File: config.mk
export PLATFORM = sky130hd
export DESIGN_NAME = quad_bram_ctrl
export DESIGN_NICKNAME = d
export VERILOG_FILES = /design/src/hw/qbc_pkg.sv /design/src/hw/ce_issue_chain.sv /design/src/hw/job_sequencer.sv /design/src/hw/pfb_reader.sv /design/src/hw/pix_seq_reader.sv /design/src/hw/quad_bram_ctrl.sv
export SDC_FILE = /design/constraint.sdc
export NUM_CORES = 1
export LEC_CHECK = 0
export BUFFER_PORTS_ARGS = -buffer_cell sky130_fd_sc_hd__buf_2
export CORE_MARGIN = 2
export CORE_UTILIZATION = 40
export DETAILED_ROUTE_END_ITERATION = 7
export GPL_ROUTABILITY_DRIVEN = 0
export GPL_TIMING_DRIVEN = 0
export SLEW_MARGIN = 20
export SYNTH_ARGS = -nofsm -noshare
export SYNTH_HDL_FRONTEND = slang
export SYNTH_SLANG_ARGS = --single-unit
export TNS_END_PERCENT = 50
File: constraint.sdc
create_clock -name clk -period 2.43 [get_ports clk]
set_input_delay 0.1215 -clock clk [delete_from_list [all_inputs] [get_ports clk]]
set_output_delay 0.1215 -clock clk [all_outputs]
set_load 0.03 [all_outputs]
File: src/hw/qbc_pkg.sv
package qbc_pkg;

    //////////////////////////////////////////////////////////////////////
    // Widths
    //////////////////////////////////////////////////////////////////////

    // log2 of the 1024-deep BRAM
    localparam int DIM_W      = 10;
    localparam int PFB_CNT_W  = 10;
    // Sequence BRAM holds (depth / 2) * 5 words
    localparam int SEQ_ADDR_W = 12;
    localparam int CYC_W      = 3;

    // Input or output row/column index
    typedef logic [DIM_W-1:0]      dim_t;
    // Entries left in the prefetch buffer
    typedef logic [PFB_CNT_W-1:0]  pfb_cnt_t;
    // Pixel-sequence address or length
    typedef logic [SEQ_ADDR_W-1:0] seq_addr_t;
    // Read index within one output column
    typedef logic [CYC_W-1:0]      cyc_t;

    // Job FSM
    typedef enum logic [2:0] {
        IDLE,
        PRIME_BUFFER,
        WAIT_PFB_LOAD,
        CE_ACTIVE,
        WAIT_JOB_DONE,
        SEND_COMPLETE
    } job_state_t;

    //////////////////////////////////////////////////////////////////////
    // Fixed constants
    //////////////////////////////////////////////////////////////////////

    // Reads per output column, minus one
    localparam cyc_t CYCLE_COUNT    = 3'd5;
    // Input rows buffered before the first pass
    localparam int   PRIME_ROWS     = 3;
    // Read strobe to execute at CE stage 0
    localparam int   SEQ_RD_LATENCY = 3;

endpackage

File: src/hw/ce_issue_chain.sv
`timescale 1ns/100ps

module ce_issue_chain #(
    parameter int NUM_CE = 1
) (
    input  logic              clk,
    input  logic              rst,
    input  logic              seq_rd_en,
    input  logic              pass_done,
    output logic [NUM_CE-1:0] ce_execute,
    output logic [NUM_CE-1:0] next_kernel
);
    import qbc_pkg::*;

    // Covers the sequence BRAM read latency minus the stage 0 register
    logic [SEQ_RD_LATENCY-2:0] rd_dly;

    //////////////////////////////////////////////////////////////////////
    // Read latency and CE shift chains
    //////////////////////////////////////////////////////////////////////

    always_ff @(posedge clk) begin
        if (rst) begin
            rd_dly      <= '0;
            ce_execute  <= '0;
            next_kernel <= '0;
        end else begin
            rd_dly <= {rd_dly[SEQ_RD_LATENCY-3:0], seq_rd_en};

            // Stage 0 sees the strobe SEQ_RD_LATENCY cycles late
            ce_execute[0]  <= rd_dly[SEQ_RD_LATENCY-2];
            // Kernel switch one cycle after the final strobe
            next_kernel[0] <= pass_done;

            // One stage per cycle down the CEs
            for (int k = 1; k < NUM_CE; k++) begin
                ce_execute[k]  <= ce_execute[k-1];
                next_kernel[k] <= next_kernel[k-1];
            end
        end
    end

endmodule

File: src/hw/job_sequencer.sv
`timescale 1ns/100ps

module job_sequencer (
    input  logic                clk,
    input  logic                rst,
    input  logic                job_start,
    input  logic                job_fetch_ack,
    input  logic                job_fetch_complete,
    input  logic                job_complete_ack,
    input  logic                last_kernel,
    input  logic                pipeline_flushed,
    input  logic                prime_done,
    input  logic                pass_done,
    input  logic                pfb_empty_need,
    input  qbc_pkg::dim_t       num_input_rows,
    output logic                job_accept,
    output logic                job_fetch_request,
    output logic                job_fetch_in_progress,
    output logic                job_complete,
    output qbc_pkg::job_state_t state,
    output logic                prime_en,
    output logic                row_pass_start,
    output logic                row_refill
);
    import qbc_pkg::*;

    // State to resume once the loader has refilled the pfb
    job_state_t return_state;
    // Output row of the pass in flight
    dim_t       output_row;
    // Next pass held back until the refill row is read
    logic       refill_wait;
    logic       last_row;

    assign last_row = (output_row == num_input_rows);

    //////////////////////////////////////////////////////////////////////
    // Fetch in progress
    //////////////////////////////////////////////////////////////////////

    // High from the cycle after the ack to the cycle after complete
    always_ff @(posedge clk) begin
        if (rst) begin
            job_fetch_in_progress <= 1'b0;
        end else if (job_fetch_complete) begin
            job_fetch_in_progress <= 1'b0;
        end else if (job_fetch_request && job_fetch_ack) begin
            job_fetch_in_progress <= 1'b1;
        end
    end

    //////////////////////////////////////////////////////////////////////
    // Job FSM
    //////////////////////////////////////////////////////////////////////

    always_ff @(posedge clk) begin
        if (rst) begin
            state             <= IDLE;
            return_state      <= IDLE;
            output_row        <= '0;
            refill_wait       <= 1'b0;
            job_accept        <= 1'b0;
            job_fetch_request <= 1'b0;
            job_complete      <= 1'b0;
            prime_en          <= 1'b0;
            row_pass_start    <= 1'b0;
            row_refill        <= 1'b0;
        end else begin
            // Single-cycle strobes
            job_accept     <= 1'b0;
            prime_en       <= 1'b0;
            row_pass_start <= 1'b0;
            row_refill     <= 1'b0;

            // Request falls the cycle after the ack
            if (job_fetch_ack) begin
                job_fetch_request <= 1'b0;
            end

            case (state)
                IDLE: begin
                    if (job_start) begin
                        job_accept <= 1'b1;
                        prime_en   <= 1'b1;
                        state      <= PRIME_BUFFER;
                    end
                end
                PRIME_BUFFER: begin
                    // Buffer ran dry before the first rows were in
                    if (pfb_empty_need) begin
                        return_state      <= PRIME_BUFFER;
                        job_fetch_request <= 1'b1;
                        state             <= WAIT_PFB_LOAD;
                    end else if (prime_done) begin
                        row_pass_start <= 1'b1;
                        state          <= CE_ACTIVE;
                    end
                end
                WAIT_PFB_LOAD: begin
                    if (job_fetch_complete && job_fetch_in_progress) begin
                        state <= return_state;
                    end
                end
                CE_ACTIVE: begin
                    if (pass_done) begin
                        // last_kernel sampled on the final strobe
                        if (last_kernel && last_row) begin
                            state <= WAIT_JOB_DONE;
                        end else if (last_kernel) begin
                            output_row  <= output_row + dim_t'(1);
                            row_refill  <= 1'b1;
                            refill_wait <= 1'b1;
                        end else begin
                            // Same row again with the next kernel set
                            row_pass_start <= 1'b1;
                        end
                    end else if (refill_wait && pfb_empty_need) begin
                        return_state      <= CE_ACTIVE;
                        job_fetch_request <= 1'b1;
                        state             <= WAIT_PFB_LOAD;
                    end else if (refill_wait && prime_done) begin
                        refill_wait    <= 1'b0;
                        row_pass_start <= 1'b1;
                    end
                end
                WAIT_JOB_DONE: begin
                    // Let the CE pipeline drain first
                    if (pipeline_flushed) begin
                        job_complete <= 1'b1;
                        state        <= SEND_COMPLETE;
                    end
                end
                SEND_COMPLETE: begin
                    if (job_complete_ack) begin
                        job_complete <= 1'b0;
                        output_row   <= '0;
                        refill_wait  <= 1'b0;
                        state        <= IDLE;
                    end
                end
                default: begin
                    state <= IDLE;
                end
            endcase
        end
    end

endmodule

File: src/hw/pfb_reader.sv
`timescale 1ns/100ps

module pfb_reader (
    input  logic              clk,
    input  logic              rst,
    input  logic              prime_en,
    input  logic              row_refill,
    input  logic              job_fetch_complete,
    input  qbc_pkg::pfb_cnt_t pfb_full_count,
    input  qbc_pkg::dim_t     num_input_cols,
    input  qbc_pkg::dim_t     num_input_rows,
    input  logic              job_complete_ack,
    output logic              pfb_rden,
    output qbc_pkg::dim_t     input_row,
    output qbc_pkg::dim_t     input_col,
    output logic              prime_done,
    output logic              pfb_empty_need
);
    import qbc_pkg::*;

    // Entries still in the prefetch buffer
    pfb_cnt_t pfb_count;
    // Whole input rows still to be read
    dim_t     rows_owed;
    logic     row_end;
    logic     rows_left;

    // One entry per cycle while anything is owed and loaded
    assign pfb_rden       = (rows_owed != '0) && (pfb_count != '0);
    assign pfb_empty_need = (rows_owed != '0) && (pfb_count == '0);
    assign row_end        = pfb_rden && (input_col == num_input_cols);
    // Input rows not yet read
    assign rows_left      = (input_row <= num_input_rows);

    always_ff @(posedge clk) begin
        if (rst || job_complete_ack) begin
            pfb_count  <= '0;
            rows_owed  <= '0;
            input_row  <= '0;
            input_col  <= '0;
            prime_done <= 1'b0;
        end else begin
            // Loader reports a fresh fill
            if (job_fetch_complete) begin
                pfb_count <= pfb_full_count;
            end else if (pfb_rden) begin
                pfb_count <= pfb_count - pfb_cnt_t'(1);
            end

            if (prime_en) begin
                rows_owed <= dim_t'(PRIME_ROWS);
            end else if (row_refill) begin
                rows_owed <= rows_left ? dim_t'(1) : '0;
            end else if (row_end) begin
                rows_owed <= rows_owed - dim_t'(1);
            end

            // Walk input rows and columns
            if (row_end) begin
                input_col <= '0;
                input_row <= input_row + dim_t'(1);
            end else if (pfb_rden) begin
                input_col <= input_col + dim_t'(1);
            end

            // Last owed row read, or a refill with nothing left to read
            prime_done <= (row_end && rows_owed == dim_t'(1)) || (row_refill && !rows_left);
        end
    end

endmodule

File: src/hw/pix_seq_reader.sv
`timescale 1ns/100ps

module pix_seq_reader (
    input  logic               clk,
    input  logic               rst,
    input  logic               row_pass_start,
    input  qbc_pkg::dim_t      num_input_cols,
    input  qbc_pkg::seq_addr_t pix_seq_data_full_count,
    output logic               seq_rd_en,
    output qbc_pkg::seq_addr_t seq_rd_addr,
    output logic               pass_done
);
    import qbc_pkg::*;

    // Read within the current output column
    cyc_t cyc_counter;
    // Output column of the current read
    dim_t output_col;
    logic last_cyc;
    logic addr_wrap;

    assign last_cyc  = (cyc_counter == CYCLE_COUNT);
    // Address runs modulo the sequence length
    assign addr_wrap = (seq_rd_addr == pix_seq_data_full_count - seq_addr_t'(1));
    // High during the final strobe of the pass
    assign pass_done = seq_rd_en && last_cyc && (output_col == num_input_cols);

    //////////////////////////////////////////////////////////////////////
    // Pass burst
    //////////////////////////////////////////////////////////////////////

    always_ff @(posedge clk) begin
        if (rst) begin
            seq_rd_en   <= 1'b0;
            cyc_counter <= '0;
            output_col  <= '0;
            seq_rd_addr <= '0;
        end else if (row_pass_start) begin
            // Counters already cleared by the previous pass end
            seq_rd_en <= 1'b1;
        end else if (pass_done) begin
            seq_rd_en   <= 1'b0;
            cyc_counter <= '0;
            output_col  <= '0;
            seq_rd_addr <= '0;
        end else if (seq_rd_en) begin
            if (last_cyc) begin
                cyc_counter <= '0;
                output_col  <= output_col + dim_t'(1);
            end else begin
                cyc_counter <= cyc_counter + cyc_t'(1);
            end

            if (addr_wrap) begin
                seq_rd_addr <= '0;
            end else begin
                seq_rd_addr <= seq_rd_addr + seq_addr_t'(1);
            end
        end
    end

endmodule

File: src/hw/quad_bram_ctrl.sv
`timescale 1ns/100ps

module quad_bram_ctrl #(
    parameter int NUM_CE = 8
) (
    input  logic                clk,
    input  logic                rst,
    input  qbc_pkg::dim_t       num_input_cols,
    input  qbc_pkg::dim_t       num_input_rows,
    input  qbc_pkg::seq_addr_t  pix_seq_data_full_count,
    input  logic                job_start,
    input  logic                job_fetch_ack,
    input  logic                job_fetch_complete,
    input  logic                job_complete_ack,
    input  qbc_pkg::pfb_cnt_t   pfb_full_count,
    input  logic                last_kernel,
    input  logic                pipeline_flushed,
    output logic                job_accept,
    output logic                job_fetch_request,
    output logic                job_fetch_in_progress,
    output logic                job_complete,
    output qbc_pkg::job_state_t state,
    output qbc_pkg::dim_t       input_row,
    output qbc_pkg::dim_t       input_col,
    output logic                pfb_rden,
    output logic                seq_rd_en,
    output qbc_pkg::seq_addr_t  seq_rd_addr,
    output logic [NUM_CE-1:0]   ce_execute,
    output logic [NUM_CE-1:0]   next_kernel
);

    // Sequencer to readers
    logic prime_en;
    logic row_pass_start;
    logic row_refill;
    // Readers back to sequencer
    logic prime_done;
    logic pass_done;
    logic pfb_empty_need;

    //////////////////////////////////////////////////////////////////////
    // Job control
    //////////////////////////////////////////////////////////////////////

    job_sequencer u_job_sequencer (
        .clk                   (clk),
        .rst                   (rst),
        .job_start             (job_start),
        .job_fetch_ack         (job_fetch_ack),
        .job_fetch_complete    (job_fetch_complete),
        .job_complete_ack      (job_complete_ack),
        .last_kernel           (last_kernel),
        .pipeline_flushed      (pipeline_flushed),
        .prime_done            (prime_done),
        .pass_done             (pass_done),
        .pfb_empty_need        (pfb_empty_need),
        .num_input_rows        (num_input_rows),
        .job_accept            (job_accept),
        .job_fetch_request     (job_fetch_request),
        .job_fetch_in_progress (job_fetch_in_progress),
        .job_complete          (job_complete),
        .state                 (state),
        .prime_en              (prime_en),
        .row_pass_start        (row_pass_start),
        .row_refill            (row_refill)
    );

    //////////////////////////////////////////////////////////////////////
    // Readers and CE issue
    //////////////////////////////////////////////////////////////////////

    pfb_reader u_pfb_reader (
        .clk                (clk),
        .rst                (rst),
        .prime_en           (prime_en),
        .row_refill         (row_refill),
        .job_fetch_complete (job_fetch_complete),
        .pfb_full_count     (pfb_full_count),
        .num_input_cols     (num_input_cols),
        .num_input_rows     (num_input_rows),
        .job_complete_ack   (job_complete_ack),
        .pfb_rden           (pfb_rden),
        .input_row          (input_row),
        .input_col          (input_col),
        .prime_done         (prime_done),
        .pfb_empty_need     (pfb_empty_need)
    );

    pix_seq_reader u_pix_seq_reader (
        .clk                     (clk),
        .rst                     (rst),
        .row_pass_start          (row_pass_start),
        .num_input_cols          (num_input_cols),
        .pix_seq_data_full_count (pix_seq_data_full_count),
        .seq_rd_en               (seq_rd_en),
        .seq_rd_addr             (seq_rd_addr),
        .pass_done               (pass_done)
    );

    ce_issue_chain #(
        .NUM_CE (NUM_CE)
    ) u_ce_issue_chain (
        .clk         (clk),
        .rst         (rst),
        .seq_rd_en   (seq_rd_en),
        .pass_done   (pass_done),
        .ce_execute  (ce_execute),
        .next_kernel (next_kernel)
    );

endmodule

==> results of run 1 <==
## state kept, by name, indices dropped and copies added, names as in the netlist, 2 cells and up
signal / count
u_pfb_reader.rows_owed: 10
u_pfb_reader.input_col: 10
u_pfb_reader.input_row: 10
u_ce_issue_chain.rd_dly: 2
u_job_sequencer.output_row: 10
u_pix_seq_reader.seq_rd_addr: 12
u_ce_issue_chain.next_kernel: 8
u_pix_seq_reader.cyc_counter: 3
u_job_sequencer.return_state: 2
u_pix_seq_reader.output_col: 10
u_job_sequencer.state: 3
u_ce_issue_chain.ce_execute: 8
u_pfb_reader.pfb_count: 10
## final cells by class
class,instances,area (um^2)
fill,1375,6940
tap,180,225
buffer,21,114
clock inverter,2,60.1
multi-input combinational,535,3560
clock buffer,12,256
inverter,24,90.1
timing repair buffer,114,593
sequential,107,2150
## final timing paths
check | start | endpoint | slack (ns)
setup / recovery | u_pix_seq_reader.seq_rd_addr[4] | u_pix_seq_reader.seq_rd_addr[9] | 0.12
hold / removal | pfb_full_count[9] | u_pfb_reader.pfb_count[9] | 0.01
setup reg to reg | u_pix_seq_reader.seq_rd_addr[4] | u_pix_seq_reader.seq_rd_addr[9] | 0.12
hold reg to reg | u_ce_issue_chain.rd_dly[1] | u_ce_issue_chain.ce_execute[0] | 0.44
## through the flow
stage	setup TNS (ns)	area, um^2	hold WS [ns]	std cells
floorplan	0	5770	0.264	688
global placement	-14.35	6520	0.363	973
detailed placement	-16.92	6520	0.371	973
CTS	0	6930	0.00464	989
global route	-0.0161	7050	0.0313	995
finish	0	7050	0.0137	995
## metal layers
metal,vias up,GRT usage [%],wire length (um)
li1,2671,-,-
met1,2479,25.3,6760
met2,111,32.8,6930
met3,13,3.80,711
met4,0,6.60,221
met5,-,0,0
## report_power, final
part / switching [mW] / total [mW] / leakage (nW) / internal (mW)
clock network: 0.633 / 1.58 / 0.155 / 0.949
logic: 0.315 / 0.516 / 1.83 / 0.201
registers: 0.0417 / 1.82 / 0.866 / 1.78
## cells in the final DEF (no fill, tap or decap), types with 5 or more instances in the layout
master and n:
sky130_fd_sc_hd__nor4_1 6, sky130_fd_sc_hd__xnor2_1 54, sky130_fd_sc_hd__nand2b_1 10, sky130_fd_sc_hd__xor2_1 35, sky130_fd_sc_hd__and3_1 12, sky130_fd_sc_hd__mux2i_1 12
sky130_fd_sc_hd__inv_1 22, sky130_fd_sc_hd__buf_2 105, sky130_fd_sc_hd__nand3_1 20, sky130_fd_sc_hd__a21o_1 7, sky130_fd_sc_hd__a21oi_1 33, sky130_fd_sc_hd__nand2_1 48
sky130_fd_sc_hd__nor3_1 20, sky130_fd_sc_hd__clkbuf_16 9, sky130_fd_sc_hd__clkbuf_1 14, sky130_fd_sc_hd__dfxtp_1 102, sky130_fd_sc_hd__buf_4 11, sky130_fd_sc_hd__dfxtp_2 5
sky130_fd_sc_hd__nand4_1 31, sky130_fd_sc_hd__or3_1 10, sky130_fd_sc_hd__ha_1 20, sky130_fd_sc_hd__a211oi_1 5, sky130_fd_sc_hd__o21ai_0 23, sky130_fd_sc_hd__nor2_1 87
sky130_fd_sc_hd__nor2b_1 21
## cell families after synthesis
kind of cell / share of synthesized area (%)
simple gates: 27.1
flops: 37.1
fa+ha+maj: 4.55
compound gates: 12.1
buf+inv: 3.30
mux: 2.08
xor+xnor: 13.7
## cells in the mapped netlist, types with 8 or more instances
cell                       count
sky130_fd_sc_hd__o21ai_0      23
sky130_fd_sc_hd__inv_1        22
sky130_fd_sc_hd__ha_1         21
sky130_fd_sc_hd__nor2b_1      22
sky130_fd_sc_hd__clkbuf_1     17
sky130_fd_sc_hd__dfxtp_1     107
sky130_fd_sc_hd__nor4_1        8
sky130_fd_sc_hd__nand2b_1     10
sky130_fd_sc_hd__nand4_1      31
sky130_fd_sc_hd__nor2_1       89
sky130_fd_sc_hd__a21oi_1      35
sky130_fd_sc_hd__nor3_1       21
sky130_fd_sc_hd__nand2_1      48
sky130_fd_sc_hd__or3_1        10
sky130_fd_sc_hd__nand3_1      20
sky130_fd_sc_hd__mux2i_1      12
sky130_fd_sc_hd__and3_1       12
sky130_fd_sc_hd__xnor2_1      55
sky130_fd_sc_hd__xor2_1       35
## critical path, cell delays in order (launching register included)
cell and delay (ns):
sky130_fd_sc_hd__dfxtp_2 0.41, sky130_fd_sc_hd__xnor2_2 0.15, sky130_fd_sc_hd__nand2_1 0.09, sky130_fd_sc_hd__or2_2 0.29, sky130_fd_sc_hd__a2111o_1 0.46, sky130_fd_sc_hd__o311ai_4 0.36
sky130_fd_sc_hd__buf_6 0.17, sky130_fd_sc_hd__o21ai_0 0.09, sky130_fd_sc_hd__a21o_1 0.18
## repair_timing
action                     4_1_cts  5_1_grt
gates resized for setup         17       19
setup endpoints to repair       51       48
buffers inserted                 2        7
pin swaps                        4        6
==> report_table.html, run 1 <==
<table>
<tr><th>Metric</th><th>Value</th></tr>
<tr><th colspan="2">Detailed routing</th></tr>
<tr><td>Via-per-instance ratio</td><td>5.30</td></tr>
<tr><td>DRC violations left</td><td>0</td></tr>
<tr><td>Remaining antenna violation count</td><td>0</td></tr>
<tr><td>First-pass iteration count of the detailed router</td><td>4</td></tr>
<tr><td>Detailed Route Iter0 Violations</td><td>184</td></tr>
<tr><td>Total via count in the routed design</td><td>5274</td></tr>
<tr><td>Avg WL per Cell</td><td>14.7 um</td></tr>
<tr><td>Total wirelength of the detailed-routed design</td><td>14600 um</td></tr>
<tr><th colspan="2">Power and ir drop</th></tr>
<tr><td>Worst ir drop on vdd</td><td>0.356 mV</td></tr>
<tr><td>Leak pwr</td><td>2.85 nW</td></tr>
<tr><td>Total power consumption of the routed design</td><td>3.92 mW</td></tr>
<tr><td>Power per standard cell area</td><td>556 nW/um^2</td></tr>
<tr><th colspan="2">Clock tree</th></tr>
<tr><td>CTS tree</td><td>yes</td></tr>
<tr><td>Bufs on Longest Clock Path</td><td>2</td></tr>
<tr><td>Clock slew at reported path FFs</td><td>0.07 ns</td></tr>
<tr><td>CTS H-tree depth</td><td>3</td></tr>
<tr><td>Number of buffers added by the clock tree synthesis step</td><td>9</td></tr>
<tr><td>Root Buffer Master</td><td>sky130_fd_sc_hd__clkbuf_16</td></tr>
<tr><td>Clock latency on the worst-skew pair</td><td>0.35 ns</td></tr>
<tr><td>CTS Sinks</td><td>107</td></tr>
<tr><td>Number of hold buffers added after cts</td><td>0</td></tr>
<tr><th colspan="2">Final layout</th></tr>
<tr><td>Fraction of layout instances using a drive strength above 1</td><td>20.5%</td></tr>
<tr><td>Number of nets in the final layout</td><td>883</td></tr>
<tr><td># diodes</td><td>0</td></tr>
<tr><td>Area growth from synthesis to layout</td><td>22.2%</td></tr>
<tr><td>Utilization of the core after routing</td><td>50.4%</td></tr>
<tr><th colspan="2">STA</th></tr>
<tr><td>Setup-violating endpoint count in the final report</td><td>0</td></tr>
<tr><td>Hold Violations, Final</td><td>0</td></tr>
<tr><td>Number of pins with negative max-slew slack in the final report</td><td>0</td></tr>
<tr><td>Minimum clock period</td><td>2.31 ns</td></tr>
<tr><td>Final worst-path cycle share</td><td>95.0%</td></tr>
<tr><td>Measured slew at the worst slew-check pin</td><td>0.695 ns</td></tr>
<tr><td>Achievable clock frequency</td><td>0.433 GHz</td></tr>
<tr><td>Worst Slack Setup Final</td><td>0.121 ns</td></tr>
<tr><td>Clock skew after layout</td><td>0.00619 ns</td></tr>
<tr><td>Max-Slew Margin vs Limit</td><td>53.4%</td></tr>
<tr><th colspan="2">Worst setup path</th></tr>
<tr><td>Data arrival time at the worst-slack endpoint</td><td>2.56 ns</td></tr>
<tr><td>Max FO, Critical Path</td><td>7</td></tr>
<tr><td>Worst Path Class, Setup</td><td>flop to flop</td></tr>
<tr><td>Reg2Reg Depth</td><td>8</td></tr>
<tr><td>Worst endpoint required time</td><td>2.68 ns</td></tr>
<tr><td>Startpoint type of the worst setup path</td><td>flop</td></tr>
<tr><td>Critical path endpoint category</td><td>flop</td></tr>
<tr><th colspan="2">Global routing</th></tr>
<tr><td>Initial antenna violation count</td><td>0</td></tr>
<tr><td>Vias in the first global route</td><td>5004</td></tr>
<tr><td>Total Routing Usage GR</td><td>19.6%</td></tr>
<tr><td>First-pass GRT wire length</td><td>24000 um</td></tr>
<tr><td>Pin count of the biggest net entering global routing</td><td>16</td></tr>
<tr><td>Residual overflow from global routing</td><td>0</td></tr>
<tr><th colspan="2">Logic synthesis</th></tr>
<tr><td>Fraction of synthesized cell area taken by the top area cell type</td><td>37.1%</td></tr>
<tr><td>Post-synthesis cell type count</td><td>61</td></tr>
<tr><td>Synthesized net count</td><td>759</td></tr>
<tr><td>Gate count after technology mapping</td><td>688</td></tr>
<tr><td>Synthesized area divided by synthesized cell count</td><td>8.39 um^2</td></tr>
<tr><td>EDFF count, synth</td><td>0</td></tr>
<tr><td>Cell types with the largest area share after synthesis</td><td>sky130_fd_sc_hd__dfxtp_1, sky130_fd_sc_hd__xnor2_1, sky130_fd_sc_hd__nor2_1</td></tr>
<tr><td>Share of flip-flops with an asynchronous set or reset</td><td>0%</td></tr>
<tr><td>Number of synthesized register bits</td><td>107</td></tr>
<tr><td>Post-synthesis sequential area ratio</td><td>37.1%</td></tr>
<tr><td>Yosys top cell by area</td><td>sky130_fd_sc_hd__dfxtp_1</td></tr>
<tr><td>Yosys warning count</td><td>0</td></tr>
<tr><td>Combined area of all synthesized cells</td><td>5770 um^2</td></tr>
<tr><td>Ys flop type</td><td>sky130_fd_sc_hd__dfxtp_1</td></tr>
<tr><th colspan="2">Floorplanning</th></tr>
<tr><td>CORE AREA</td><td>14000 um^2</td></tr>
<tr><td>Area of the die</td><td>15400 um^2</td></tr>
<tr><td>Cell Rows</td><td>43</td></tr>
<tr><td>Initial standard-cell utilization of the core</td><td>41.2%</td></tr>
<tr><td>Die Y-Extent</td><td>124 um</td></tr>
<tr><td>Chip Width</td><td>124 um</td></tr>
<tr><td>Top Ports</td><td>107</td></tr>
<tr><th colspan="2">Place</th></tr>
<tr><td>Post-detailed-placement half-perimeter wirelength</td><td>11100 um</td></tr>
<tr><td>Count of input and output buffers</td><td>105</td></tr>
<tr><td>Post-Place Worst Slack</td><td>-0.658 ns</td></tr>
<tr><th colspan="2">Run</th></tr>
<tr><td>Max capacitance violation total</td><td>0</td></tr>
<tr><th colspan="2">Worst hold path</th></tr>
<tr><td>Hold Crit Depth</td><td>3</td></tr>
<tr><td>HP Class</td><td>input pin to flop</td></tr>
<tr><th colspan="2">Status</th></tr>
<tr><td>Status</td><td>finished clean</td></tr>
</table>
(Power assumes the default switching activity.)
==> run 2, diff against run 1 <==
--- a/config.mk
+++ b/config.mk
@@ -6,6 +6,7 @@
 export NUM_CORES = 1
 export LEC_CHECK = 0
 export BUFFER_PORTS_ARGS = -buffer_cell sky130_fd_sc_hd__buf_2
+export CORE_ASPECT_RATIO = 1.4
 export CORE_MARGIN = 2
 export CORE_UTILIZATION = 40
 export DETAILED_ROUTE_END_ITERATION = 7
==> report_table.html, run 2 (synthesis gave the netlist of run 1 again) <==
<table>
<tr><th>Metric</th><th>Value</th></tr>
<tr><th colspan="2">Worst setup path</th></tr>
<tr><td>Critical Path End</td><td>u_pfb_reader.rows_owed[1]</td></tr>
<tr><td>Worst endpoint required time</td><td>2.72 ns (+0.04 ns)</td></tr>
<tr><td>Worst setup path start</td><td>u_pfb_reader.pfb_count[5]</td></tr>
<tr><td>Category of cells accounting for the largest share of critical-path delay</td><td>simple AND/OR/NAND/NOR gates</td></tr>
<tr><td>Data arrival time at the worst-slack endpoint</td><td>2.64 ns (+0.08 ns)</td></tr>
<tr><td>Terminus of the critical flop-to-flop path</td><td>u_pfb_reader.rows_owed[1]</td></tr>
<tr><td>Cell mode on critical path</td><td>sky130_fd_sc_hd__buf_4</td></tr>
<tr><td>Slowest library cell on the worst path</td><td>sky130_fd_sc_hd__or4_4</td></tr>
<tr><td>Cell Chain, Critical Path</td><td>or4_4 -&gt; and4bb_2 -&gt; a41oi_4 -&gt; and4_4 -&gt; buf_4 -&gt; buf_4 -&gt; a211oi_1 -&gt; o21a_1</td></tr>
<tr><td>Reg2Reg Depth</td><td>8 (unchanged)</td></tr>
<tr><td>Max FO, Critical Path</td><td>10 (+3)</td></tr>
<tr><td>Startpoint type of the worst setup path</td><td>flop</td></tr>
<tr><td>Crit-path max cell delay</td><td>0.57 ns (+0.11 ns)</td></tr>
<tr><td>FF-to-FF setup slack</td><td>0.08 ns (-0.04 ns)</td></tr>
<tr><td>Stages on the worst setup path</td><td>8 (unchanged)</td></tr>
<tr><td>Critical path endpoint category</td><td>flop</td></tr>
<tr><td>Buffers &amp; Inverters on Critical Path</td><td>2 (+1)</td></tr>
<tr><td>Worst Path Class, Setup</td><td>flop to flop</td></tr>
<tr><td>Reg-to-reg startpoint</td><td>u_pfb_reader.pfb_count[5]</td></tr>
<tr><th colspan="2">Detailed routing</th></tr>
<tr><td>Total wirelength of the detailed-routed design</td><td>14900 um (+2.0%)</td></tr>
<tr><td>First-pass iteration count of the detailed router</td><td>4 (unchanged)</td></tr>
<tr><td>Total via count in the routed design</td><td>5361 (+1.6%)</td></tr>
<tr><td>DRC violations left</td><td>0 (unchanged)</td></tr>
<tr><td>Via-per-instance ratio</td><td>5.37 (+1.3%)</td></tr>
<tr><td>Detailed Route Iter0 Violations</td><td>250 (+36%)</td></tr>
<tr><td>Avg WL per Cell</td><td>15.0 um (+1.7%)</td></tr>
<tr><td>Remaining antenna violation count</td><td>0 (unchanged)</td></tr>
<tr><th colspan="2">Power and ir drop</th></tr>
<tr><td>Power per standard cell area</td><td>541 nW/um^2 (-2.8%)</td></tr>
<tr><td>Worst ir drop on vdd</td><td>0.379 mV (+6.7%)</td></tr>
<tr><td>Leak pwr</td><td>2.82 nW (-1.1%)</td></tr>
<tr><th colspan="2">Clock tree</th></tr>
<tr><td>Clock slew at reported path FFs</td><td>0.07 ns (about the same)</td></tr>
<tr><td>CTS Sinks</td><td>107 (unchanged)</td></tr>
<tr><td>Root Buffer Master</td><td>sky130_fd_sc_hd__clkbuf_16</td></tr>
<tr><td>Bufs on Longest Clock Path</td><td>2 (unchanged)</td></tr>
<tr><td>CTS tree</td><td>yes</td></tr>
<tr><td>Clock latency on the worst-skew pair</td><td>0.35 ns (about the same)</td></tr>
<tr><td>CTS H-tree depth</td><td>3 (unchanged)</td></tr>
<tr><td>Number of buffers added by the clock tree synthesis step</td><td>9 (unchanged)</td></tr>
<tr><th colspan="2">Global routing</th></tr>
<tr><td>First-pass GRT wire length</td><td>24100 um (+0.49%)</td></tr>
<tr><td>Residual overflow from global routing</td><td>0 (unchanged)</td></tr>
<tr><td>Total Routing Usage GR</td><td>18.9% (-0.69 points)</td></tr>
<tr><td>Initial antenna violation count</td><td>1 (+1)</td></tr>
<tr><td>Pin count of the biggest net entering global routing</td><td>17 (+1)</td></tr>
<tr><td>Vias in the first global route</td><td>5196 (+3.8%)</td></tr>
<tr><th colspan="2">Floorplanning</th></tr>
<tr><td>Initial standard-cell utilization of the core</td><td>41.1% (-0.15 points)</td></tr>
<tr><td>Chip Width</td><td>106 um (-15%)</td></tr>
<tr><td>Cell Rows</td><td>51 (+19%)</td></tr>
<tr><td>Area of the die</td><td>15400 um^2 (about the same)</td></tr>
<tr><td>Die Y-Extent</td><td>146 um (+18%)</td></tr>
<tr><td>Top Ports</td><td>107 (unchanged)</td></tr>
<tr><td>CORE AREA</td><td>14000 um^2 (+0.36%)</td></tr>
<tr><th colspan="2">Place</th></tr>
<tr><td>Count of input and output buffers</td><td>105 (unchanged)</td></tr>
<tr><td>Cell Count Post-Placement</td><td>978 (+0.51%)</td></tr>
<tr><td>Post-detailed-placement half-perimeter wirelength</td><td>11300 um (+2.0%)</td></tr>
<tr><th colspan="2">STA</th></tr>
<tr><td>Minimum clock period</td><td>2.35 ns (+0.0450 ns)</td></tr>
<tr><td>Hold Violations, Final</td><td>0 (unchanged)</td></tr>
<tr><td>Final worst-path cycle share</td><td>96.9% (+1.9 points)</td></tr>
<tr><td>Setup-violating endpoint count in the final report</td><td>0 (unchanged)</td></tr>
<tr><td>RSZ-0062 raised after global routing</td><td>yes</td></tr>
<tr><td>Max-Slew Margin vs Limit</td><td>49.7% (-3.7 points)</td></tr>
<tr><td>Clock skew after layout</td><td>0.0126 ns (+0.00644 ns)</td></tr>
<tr><td>Number of pins with negative max-slew slack in the final report</td><td>0 (unchanged)</td></tr>
<tr><td>Achievable clock frequency</td><td>0.425 GHz (-1.9%)</td></tr>
<tr><td>Measured slew at the worst slew-check pin</td><td>0.750 ns (+0.0551 ns)</td></tr>
<tr><th colspan="2">Worst hold path</th></tr>
<tr><td>HP Class</td><td>input pin to flop</td></tr>
<tr><th colspan="2">Final layout</th></tr>
<tr><td>Leading cell types in the layout, fill and taps excluded</td><td>sky130_fd_sc_hd__buf_2, sky130_fd_sc_hd__dfxtp_1, sky130_fd_sc_hd__nor2_1</td></tr>
<tr><td>Number of nets in the final layout</td><td>879 (-0.45%)</td></tr>
<tr><td>Biggest register</td><td>u_pix_seq_reader.seq_rd_addr</td></tr>
<tr><td>Utilization of the core after routing</td><td>50.1% (-0.33 points)</td></tr>
<tr><td>Fraction of layout instances using a drive strength above 1</td><td>20.1% (-0.42 points)</td></tr>
<tr><td>Number of flip-flops under the largest register name</td><td>12 (unchanged)</td></tr>
<tr><td>Final Instance Count excl. Fillers</td><td>998 (+0.30%)</td></tr>
<tr><td>Area growth from synthesis to layout</td><td>21.9%</td></tr>
<tr><td>Most common library cell in the layout ignoring fill and taps</td><td>sky130_fd_sc_hd__buf_2</td></tr>
<tr><th colspan="2">Status</th></tr>
<tr><td>Status</td><td>finished clean</td></tr>
<tr><th colspan="2">Run</th></tr>
<tr><td>Max capacitance violation total</td><td>0 (unchanged)</td></tr>
</table>
==> run 2: cell types whose count changed in the layout (fill, tap and decap cells not counted), moves of 2 or more <==
cell | previous run | this run
sky130_fd_sc_hd__buf_4 | 11 | 6
sky130_fd_sc_hd__clkbuf_8 | 3 | 1
sky130_fd_sc_hd__dfxtp_1 | 102 | 104
sky130_fd_sc_hd__dfxtp_2 | 5 | 2
==> run 2: repair_timing <==
action / 4_1_cts / 5_1_grt
endpoints found under the setup margin: 53 / 46
buffers inserted: 2 / 2
endpoints found under the hold margin: 1 / 0
resized for setup: 12 / 25
pin swaps: 3 / 6
hold buffers: 1 / 0
==> run 2: layer usage <==
layer	GRT usage, %	part of all wire (%)	wire [um]	vias to the layer above
li1	-	-	-	2660
met1	22.2	42	6320	2537
met2	34.3	52	7690	133
met3	2.32	3.3	497	31
met4	8.03	2.8	411	0
met5	0	0	0	-
==> run 2: worst register-to-register path: cells and delay by family, from the launching register on <==
| kind | cells | cell delay (ns) |
|---|---|---|
| simple gates | 3 | 1.21 |
| buf+inv | 2 | 0.31 |
| compound gates | 3 | 0.46 |
| flops | 1 | 0.33 |
==> run 2: worst min-delay path by stage <==
stage | start | endpoint | slack [ns] | depth (start not counted)
floorplan | pfb_full_count[0] | u_pfb_reader.pfb_count[0] | 0.26 | 2
global placement | pfb_full_count[8] | u_pfb_reader.pfb_count[8] | 0.36 | 3
detailed placement | pfb_full_count[7] | u_pfb_reader.pfb_count[7] | 0.36 | 3
CTS | pfb_full_count[7] | u_pfb_reader.pfb_count[7] | 0.0007 | 3
global route | pfb_full_count[8] | u_pfb_reader.pfb_count[8] | 0.05 | 3
finish | pfb_full_count[8] | u_pfb_reader.pfb_count[8] | 0.01 | 3
==> run 2: metrics by stage <==
step / instance area, um^2 / setup TNS (ns) / hold WS [ns] / total power [mW] / setup WS [ns]
final: 7030 / 0 / 0.0115 / 3.80 / 0.0764
after global placement: 6530 / -14.21 / 0.357 / 2.33 / -0.677
after detailed placement: 6530 / -15.40 / 0.363 / 2.35 / -0.665
after floorplan: 5770 / 0 / 0.264 / 2.18 / 0.0567
after CTS: 6900 / -0.00188 / 0.000651 / 3.82 / -0.00188
after global routing: 7030 / -0.0397 / 0.0473 / 3.98 / -0.0187
==> run 2: final cells by class <==
type	instances	area, um^2
inverters	24	90.1
repair buffers	110	566
well taps	185	231
plain buffers	21	106
clock inverters	4	51.3
diodes	1	2.50
flip-flops and latches	107	2150
fillers	1382	7010
multi-input cells	535	3590
clock buffers	11	243
==> run 2: power by group <==
group	internal, mW	switching, mW	leakage [nW]	total (mW)
Sequential	1.78	0.0414	0.865	1.82
Combinational	0.201	0.323	1.81	0.524
Clock	0.822	0.633	0.142	1.46
